===== src/bubbleEmuPkg.sv =====
`default_nettype none

package bubbleEmuPkg;

    // Widths with a meaning of their own
    typedef logic [10:0] pagePos;
    typedef logic [6:0]  nibbleIdx;
    typedef logic [5:0]  byteAddr;
    typedef logic [23:0] flashAddr;
    typedef logic [2:0]  imgSel;

    localparam int CLK_DIV      = 12;
    localparam int PAGE_COUNT   = 2048;
    localparam int PAGE_BYTES   = 64;
    localparam int NIBBLE_COUNT = 128;
    localparam int LOAD_WAIT    = 128;

    // Flash layout, one image every 256 KiB
    localparam flashAddr   IMAGE_STRIDE = 24'h04_0000;
    localparam flashAddr   BOOT_OFFSET  = 24'h02_0000;
    localparam logic [7:0] READ_CMD     = 8'h03;

    typedef enum logic [1:0] {
        accIdle = 2'd0,
        accLoad = 2'd1,
        accOut  = 2'd2
    } accState;

    typedef struct packed {
        accState  state;
        logic     boot;
        pagePos   absPos;
        nibbleIdx boutCycle;
        logic     boutEn;
        logic     start;
    } accCtrl;

    typedef struct packed {
        logic       en;
        byteAddr    addr;
        logic [7:0] data;
    } bufWrite;

endpackage

`default_nettype wire


===== src/TimingGenerator.sv =====
`timescale 1ns/1ps
`default_nettype none

module TimingGenerator (
    input  logic                 MCLK,
    input  logic                 rstN,
    input  logic                 nEn,
    input  logic                 nBss,
    input  logic                 nBsen,
    input  logic                 nBooten,
    output logic                 clkOut,
    output bubbleEmuPkg::accCtrl acc
);

    logic [3:0]             divCnt;
    logic                   tick;
    bubbleEmuPkg::nibbleIdx waitCnt;
    bubbleEmuPkg::accCtrl   ctrl;

    function automatic bubbleEmuPkg::accCtrl idleCtrl();
        bubbleEmuPkg::accCtrl c;
        c.state     = bubbleEmuPkg::accIdle;
        c.boot      = 1'b0;
        c.absPos    = '0;
        c.boutCycle = '0;
        c.boutEn    = 1'b0;
        c.start     = 1'b0;
        return c;
    endfunction

    // Tick is the MCLK edge where clkOut rises
    assign tick = !nEn && (divCnt == 4'(bubbleEmuPkg::CLK_DIV - 1));

    // 48 MHz down to 4 MHz, high for the first half of the period
    always_ff @(posedge MCLK or negedge rstN) begin
        if (!rstN) begin
            divCnt <= '0;
            clkOut <= 1'b0;
        end else if (nEn) begin
            divCnt <= '0;
            clkOut <= 1'b0;
        end else if (tick) begin
            divCnt <= '0;
            clkOut <= 1'b1;
        end else begin
            divCnt <= divCnt + 4'd1;
            if (divCnt == 4'(bubbleEmuPkg::CLK_DIV / 2 - 1)) begin
                clkOut <= 1'b0;
            end
        end
    end

    always_ff @(posedge MCLK or negedge rstN) begin
        if (!rstN) begin
            ctrl    <= idleCtrl();
            waitCnt <= '0;
        end else if (nEn) begin
            ctrl    <= idleCtrl();
            waitCnt <= '0;
        end else begin
            ctrl.start  <= 1'b0;
            ctrl.boutEn <= 1'b0;
            if (tick) begin
                case (ctrl.state)
                    bubbleEmuPkg::accIdle: begin
                        // Position only moves between accesses
                        if (!nBss) begin
                            if (ctrl.absPos == bubbleEmuPkg::pagePos'(bubbleEmuPkg::PAGE_COUNT - 1)) begin
                                ctrl.absPos <= '0;
                            end else begin
                                ctrl.absPos <= ctrl.absPos + 1'b1;
                            end
                        end
                        if (!nBsen) begin
                            ctrl.state <= bubbleEmuPkg::accLoad;
                            ctrl.start <= 1'b1;
                            ctrl.boot  <= !nBooten;
                            waitCnt    <= '0;
                        end
                    end
                    bubbleEmuPkg::accLoad: begin
                        // Give the loader time to fill the page buffer
                        if (waitCnt == bubbleEmuPkg::nibbleIdx'(bubbleEmuPkg::LOAD_WAIT - 1)) begin
                            ctrl.state     <= bubbleEmuPkg::accOut;
                            ctrl.boutEn    <= 1'b1;
                            ctrl.boutCycle <= '0;
                        end else begin
                            waitCnt <= waitCnt + 1'b1;
                        end
                    end
                    bubbleEmuPkg::accOut: begin
                        if (ctrl.boutCycle ==
                            bubbleEmuPkg::nibbleIdx'(bubbleEmuPkg::NIBBLE_COUNT - 1)) begin
                            ctrl.state <= bubbleEmuPkg::accIdle;
                        end else begin
                            ctrl.boutCycle <= ctrl.boutCycle + 1'b1;
                            ctrl.boutEn    <= 1'b1;
                        end
                    end
                    default: begin
                        ctrl.state <= bubbleEmuPkg::accIdle;
                    end
                endcase
            end
        end
    end

    assign acc = ctrl;

endmodule

`default_nettype wire


===== src/SPILoader.sv =====
`timescale 1ns/1ps
`default_nettype none

module SPILoader (
    input  logic                  MCLK,
    input  logic                  rstN,
    input  bubbleEmuPkg::imgSel   imgNum,
    input  bubbleEmuPkg::accCtrl  acc,
    output bubbleEmuPkg::bufWrite wr,
    output logic                  nCs,
    output logic                  mosi,
    output logic                  clk,
    input  logic                  miso
);

    typedef enum logic [1:0] {
        ldIdle,
        ldCmd,
        ldAddr,
        ldData
    } ldState;

    ldState                 state;
    bubbleEmuPkg::flashAddr startAddr;
    bubbleEmuPkg::flashAddr pageOffset;
    logic [31:0]            txReg;
    logic [7:0]             rxReg;
    logic [4:0]             bitCnt;
    bubbleEmuPkg::byteAddr  byteCnt;

    assign pageOffset = acc.boot ? bubbleEmuPkg::BOOT_OFFSET
                                 : bubbleEmuPkg::flashAddr'(acc.absPos) *
                                   bubbleEmuPkg::flashAddr'(bubbleEmuPkg::PAGE_BYTES);

    assign startAddr = bubbleEmuPkg::flashAddr'(imgNum) * bubbleEmuPkg::IMAGE_STRIDE
                     + pageOffset;

    // SPI mode 0 at MCLK/2, clk toggles every MCLK while busy
    always_ff @(posedge MCLK or negedge rstN) begin
        if (!rstN) begin
            state   <= ldIdle;
            nCs     <= 1'b1;
            mosi    <= 1'b0;
            clk     <= 1'b0;
            txReg   <= '0;
            rxReg   <= '0;
            bitCnt  <= '0;
            byteCnt <= '0;
            wr      <= '0;
        end else begin
            wr.en <= 1'b0;
            if (state != ldIdle && acc.state == bubbleEmuPkg::accIdle) begin
                // Access dropped, e.g. drive disabled mid-load
                state <= ldIdle;
                nCs   <= 1'b1;
                clk   <= 1'b0;
                mosi  <= 1'b0;
            end else begin
                case (state)
                    ldIdle: begin
                        if (acc.start) begin
                            txReg   <= {bubbleEmuPkg::READ_CMD, startAddr};
                            mosi    <= bubbleEmuPkg::READ_CMD[7];
                            nCs     <= 1'b0;
                            clk     <= 1'b0;
                            bitCnt  <= '0;
                            byteCnt <= '0;
                            state   <= ldCmd;
                        end
                    end
                    ldCmd, ldAddr: begin
                        clk <= !clk;
                        if (clk) begin
                            // Falling edge, next header bit
                            txReg  <= {txReg[30:0], 1'b0};
                            mosi   <= txReg[30];
                            bitCnt <= bitCnt + 5'd1;
                            if (state == ldCmd && bitCnt == 5'd7) begin
                                state  <= ldAddr;
                                bitCnt <= '0;
                            end else if (state == ldAddr && bitCnt == 5'd23) begin
                                state  <= ldData;
                                bitCnt <= '0;
                            end
                        end
                    end
                    ldData: begin
                        clk <= !clk;
                        if (!clk) begin
                            // Rising edge, flash data is stable here
                            rxReg  <= {rxReg[6:0], miso};
                            bitCnt <= bitCnt + 5'd1;
                        end else if (bitCnt == 5'd8) begin
                            wr.en   <= 1'b1;
                            wr.addr <= byteCnt;
                            wr.data <= rxReg;
                            bitCnt  <= '0;
                            byteCnt <= byteCnt + 1'b1;
                            if (byteCnt == bubbleEmuPkg::byteAddr'(bubbleEmuPkg::PAGE_BYTES - 1)) begin
                                state <= ldIdle;
                                nCs   <= 1'b1;
                            end
                        end
                    end
                    default: begin
                        state <= ldIdle;
                        nCs   <= 1'b1;
                        clk   <= 1'b0;
                    end
                endcase
            end
        end
    end

endmodule

`default_nettype wire


===== src/BubbleInterface.sv =====
`timescale 1ns/1ps
`default_nettype none

module BubbleInterface (
    input  logic                  MCLK,
    input  logic                  rstN,
    input  bubbleEmuPkg::accCtrl  acc,
    input  bubbleEmuPkg::bufWrite wr,
    output logic                  dout0,
    output logic                  dout1,
    output logic                  dout2,
    output logic                  dout3
);

    logic [7:0]            pageBuf [bubbleEmuPkg::PAGE_BYTES];
    bubbleEmuPkg::byteAddr rdAddr;
    logic [7:0]            curByte;
    logic [3:0]            curNibble;
    logic [3:0]            outReg;

    // Page buffer, filled by the loader one byte at a time
    always_ff @(posedge MCLK) begin
        if (wr.en) begin
            pageBuf[wr.addr] <= wr.data;
        end
    end

    // Two nibbles per byte, high one first
    assign rdAddr    = acc.boutCycle[6:1];
    assign curByte   = pageBuf[rdAddr];
    assign curNibble = acc.boutCycle[0] ? curByte[3:0] : curByte[7:4];

    always_ff @(posedge MCLK or negedge rstN) begin
        if (!rstN) begin
            outReg <= '0;
        end else if (acc.state != bubbleEmuPkg::accOut) begin
            outReg <= '0;
        end else if (acc.boutEn) begin
            outReg <= curNibble;
        end
    end

    assign dout0 = outReg[0];
    assign dout1 = outReg[1];
    assign dout2 = outReg[2];
    assign dout3 = outReg[3];

endmodule

`default_nettype wire


===== src/BubbleDrive8_emucore.sv =====
`timescale 1ns/1ps
`default_nettype none

module BubbleDrive8_emucore (
    input  logic                MCLK,
    input  logic                rstN,
    input  logic                nEn,
    input  bubbleEmuPkg::imgSel imgNum,
    output logic                clkOut,
    input  logic                nBss,
    input  logic                nBsen,
    input  logic                nBooten,
    output logic                dout0,
    output logic                dout1,
    output logic                dout2,
    output logic                dout3,
    output logic                nRomCs,
    output logic                romMosi,
    input  logic                romMiso,
    output logic                romClk,
    output logic                nAcc
);

    bubbleEmuPkg::accCtrl  acc;
    bubbleEmuPkg::bufWrite wr;

    // Access LED, lit for the whole load and output phase
    assign nAcc = (acc.state == bubbleEmuPkg::accIdle);

    TimingGenerator TimingGenerator_0 (
        .MCLK    (MCLK   ),
        .rstN    (rstN   ),
        .nEn     (nEn    ),
        .nBss    (nBss   ),
        .nBsen   (nBsen  ),
        .nBooten (nBooten),
        .clkOut  (clkOut ),
        .acc     (acc    )
    );

    SPILoader SPILoader_0 (
        .MCLK   (MCLK   ),
        .rstN   (rstN   ),
        .imgNum (imgNum ),
        .acc    (acc    ),
        .wr     (wr     ),
        .nCs    (nRomCs ),
        .mosi   (romMosi),
        .clk    (romClk ),
        .miso   (romMiso)
    );

    BubbleInterface BubbleInterface_0 (
        .MCLK  (MCLK ),
        .rstN  (rstN ),
        .acc   (acc  ),
        .wr    (wr   ),
        .dout0 (dout0),
        .dout1 (dout1),
        .dout2 (dout2),
        .dout3 (dout3)
    );

endmodule

`default_nettype wire


===== config.mk =====
export PLATFORM = sky130hd
export DESIGN_NAME = BubbleDrive8_emucore
export DESIGN_NICKNAME = d
export VERILOG_FILES = /design/src/bubbleEmuPkg.sv /design/src/TimingGenerator.sv /design/src/SPILoader.sv /design/src/BubbleInterface.sv /design/src/BubbleDrive8_emucore.sv
export SDC_FILE = /design/constraint.sdc
export NUM_CORES = 1
export LEC_CHECK = 0
export BUFFER_PORTS_ARGS = -buffer_cell sky130_fd_sc_hd__buf_4
export CAP_MARGIN = 0
export CORE_MARGIN = 2
export CORE_UTILIZATION = 55
export DETAILED_ROUTE_END_ITERATION = 8
export GPL_TIMING_DRIVEN = 1
export PLACE_DENSITY_LB_ADDON = 0.08
export SLEW_MARGIN = 25
export SYNTH_ARGS = -nofsm -noshare
export SYNTH_HDL_FRONTEND = slang
export SYNTH_SLANG_ARGS = --single-unit

===== constraint.sdc =====
create_clock -name MCLK -period 3.4 [get_ports MCLK]
set_input_delay 0.34 -clock MCLK [delete_from_list [all_inputs] [get_ports MCLK]]
set_output_delay 0.34 -clock MCLK [all_outputs]
set_load 0.01 [all_outputs]

==> flow_summary.json <==
{
  "status": "finished, final reports clean",
  "rsz0062_at_grt": "false",
  "area_delta_synth_final_pct": 12.7,
  "coreArea_um2": 45200,
  "yosysSeqAreaShare": 0.716,
  "clock-root-buffer": "clkbuf_16",
  "grt_pass1_vias": 13438,
  "fin_crit_ns": 3.04,
  "power_leakage_nw": 7.99,
  "relSlewSlack": 0.303,
  "clock_latency_ns": 0.62,
  "final_max_slew_viol_count": 0,
  "worstMarginPinSlew_ns": 1.04,
  "maxCapViolCount": 0,
  "fin_tns_setup_ns": 0,
  "ys_warn_count": 0,
  "synth_cells": 1462,
  "final_net_count": 1585,
  "grt_pass1_wl_mm": 86.6,
  "final-hold-violation-count": 0,
  "fin_skew_ns": 0.0243,
  "post_cts_resized": 0,
  "layout_common_cells": "edfxtp_1 (512), nor2_1 (120), mux4_2 (114)",
  "cts-hold-fix-buffers": 4,
  "total_power_mw": 15.2,
  "remaining_drc_errors": 0,
  "synth_top_flop_cell": "edfxtp_1",
  "vdd_drop_max_v": 0.000525,
  "period_share": 0.893,
  "path_class": "reg -> reg",
  "ioPinCount": 19,
  "drt_iter0_markers": 1399,
  "worstPathArrival_ns": 3.52,
  "num_rows": 78,
  "wl_per_cell_um": 25.8,
  "required_ns": 3.89,
  "n_fill_cell": 3280,
  "synth.distinct_cells": 60,
  "route.vias.total": 13500,
  "cts_tree": "yes",
  "cts_buffers": 60,
  "synth-edff-count": 512,
  "cts.clk_slew.worst_paths_ns": 0.06,
  "setup_viol": 0,
  "critPathCaptureType": "flip-flop",
  "worst_slack_ns": 0.363,
  "postCtsSetupBuffers": 0,
  "multi_input_comb_area_um2": 6660,
  "grt.overflow.total": 0,
  "crit_path_max_fanout": 31,
  "dieArea_um2": 47300,
  "dp_hpwl_mm": 35.7,
  "track_usage": 0.251,
  "drive_gt1_frac": 0.214,
  "antenna_found_initial": 0,
  "syn-num-nets": 1490,
  "critPathLaunchType": "flip-flop",
  "via_per_inst": 6.13,
  "finalCoreUtilization": 0.625,
  "initial_utilization": 0.555,
  "final_common_cell": "edfxtp_1",
  "async_reset_ff_frac": 0.167,
  "wirelength_mm": 56.8,
  "grt_max_degree": 66,
  "postRouteAntennaNets": 0,
  "die_h_um": 217,
  "die_w_um": 217,
  "synth-seq-cells": 615,
  "antennaDiodeCount": 0,
  "drtPass1Iterations": 5,
  "numPortBuffers": 18,
  "clock-sinks": 615,
  "register_area_um2": 18000,
  "holdWs_ns": 0.0341,
  "gp_congestion": 0.845,
  "cts_htree_levels": 2,
  "avgSynthCellArea_um2": 17.1,
  "fmax_mhz": 329,
  "clockBufferDepth": 3,
  "dpl_worst_slack_ns": 0.377,
  "syn_area_um2": 25100,
  "hold_path_class": "in -> reg",
  "powerDensity_nw_per_um2": 536
}
## cell usage after synthesis, types with 13 or more instances
cell type,count,area [um^2]
nor2_1,120,450
nand3_1,27,135
clkbuf_1,32,120
mux2i_1,65,651
nand4_1,13,81.3
inv_1,19,71.3
nor3_1,26,130
o21ai_0,38,190
buf_2,21,105
mux2_2,21,236
a21oi_1,25,125
nand2_1,79,297
nand2b_1,17,106
edfxtp_1,512,15400
ha_1,18,225
a22oi_1,29,218
mux4_2,114,2570
nor2b_1,27,169
dfrtp_1,102,2550
## routing by layer
metal | global-route usage | part of all wire | routed length, um | up-vias
li1 | - | - | - | 5941
met2 | 0.391 | 0.47 | 26900 | 451
met3 | 0.0455 | 0.072 | 4100 | 101
met4 | 0.0776 | 0.029 | 1670 | 0
met5 | 0 | 0 | 0 | -
met1 | 0.365 | 0.42 | 24100 | 7007
## worst max-delay path, cell delays in order, from the launching register on
cell and delay [ns]:
dfrtp_4 0.83, buf_12 0.29, mux4_2 0.52, nor2b_1 0.16, a2111oi_0 0.68, nor4_1 0.18, o21ai_1 0.13, o211ai_1 0.09
## cell type report
type                       count  share of cell area
tap                          600              0.0266
sequential                   615               0.637
multi-input combinational    756               0.236
clock buffer                  71              0.0557
timing repair buffer         104              0.0302
clock inverter                38              0.0128
inverter                      20             0.00266
## state kept, by name, summed over array words and instances, names as in the netlist
register	cells
BubbleInterface_0.pageBuf	512
SPILoader_0.txReg	25
TimingGenerator_0.acc	23
SPILoader_0.wr	15
SPILoader_0.rxReg	8
TimingGenerator_0.waitCnt	7
SPILoader_0.byteCnt	6
SPILoader_0.bitCnt	5
BubbleInterface_0.outReg	4
TimingGenerator_0.divCnt	4
SPILoader_0.state	2
SPILoader_0.clk	1
SPILoader_0.mosi	1
SPILoader_0.nCs	1
TimingGenerator_0.clkOut	1
## path summary, 6_finish.rpt
path / depth (start not counted) / slack, ns / end / from
setup / recovery: 7 / 0.36 / BubbleInterface_0.outReg[3]$_DFFE_PN0P_ / TimingGenerator_0.acc[3]$_DFFE_PN0P_
hold / removal: 3 / 0.03 / SPILoader_0.txReg[20]$_DFFE_PN0P_ / imgNum[2]
setup reg to reg: 7 / 0.36 / BubbleInterface_0.outReg[3]$_DFFE_PN0P_ / TimingGenerator_0.acc[3]$_DFFE_PN0P_
hold reg to reg: 2 / 0.48 / SPILoader_0.txReg[9]$_DFFE_PN0P_ / SPILoader_0.txReg[9]$_DFFE_PN0P_
max in group asynchronous: 4 / 2.02 / SPILoader_0.txReg[12]$_DFFE_PN0P_ / rstN
min in group asynchronous: 2 / 0.39 / BubbleInterface_0.outReg[1]$_DFFE_PN0P_ / rstN
## cells by family (layout without fill, tap and decap cells)
group / count (synthesis) / in the layout / share of synthesized area
AO/OA/AOI/OAI: 159 / 159 / 0.0419
XOR/XNOR: 16 / 16 / 0.00559
adder cells (fa/ha/maj): 18 / 18 / 0.00899
buffers and inverters: 91 / 233 / 0.0185
flip-flops: 615 / 615 / 0.716
multiplexers: 207 / 207 / 0.141
AND/OR/NAND/NOR: 356 / 356 / 0.0678
## metrics by stage
step | std cells | instance area [um^2]
floorplan | 1462 | 25100
global placement | 2091 | 26300
detailed placement | 2091 | 26300
CTS | 2204 | 28300
global route | 2204 | 28300
finish | 2204 | 28300
## where the power goes
| part | leakage [nW] | switching (mW) | total [mW] | internal, mW |
|---|---|---|---|---|
| clock | 0.944 | 2.75 | 6.56 | 3.81 |
| sequential | 4.91 | 0.0351 | 8.14 | 8.10 |
| combinational | 2.13 | 0.305 | 0.456 | 0.151 |
| total | 7.99 | 3.09 | 15.2 | 12.1 |
(Power assumes the default switching activity.)
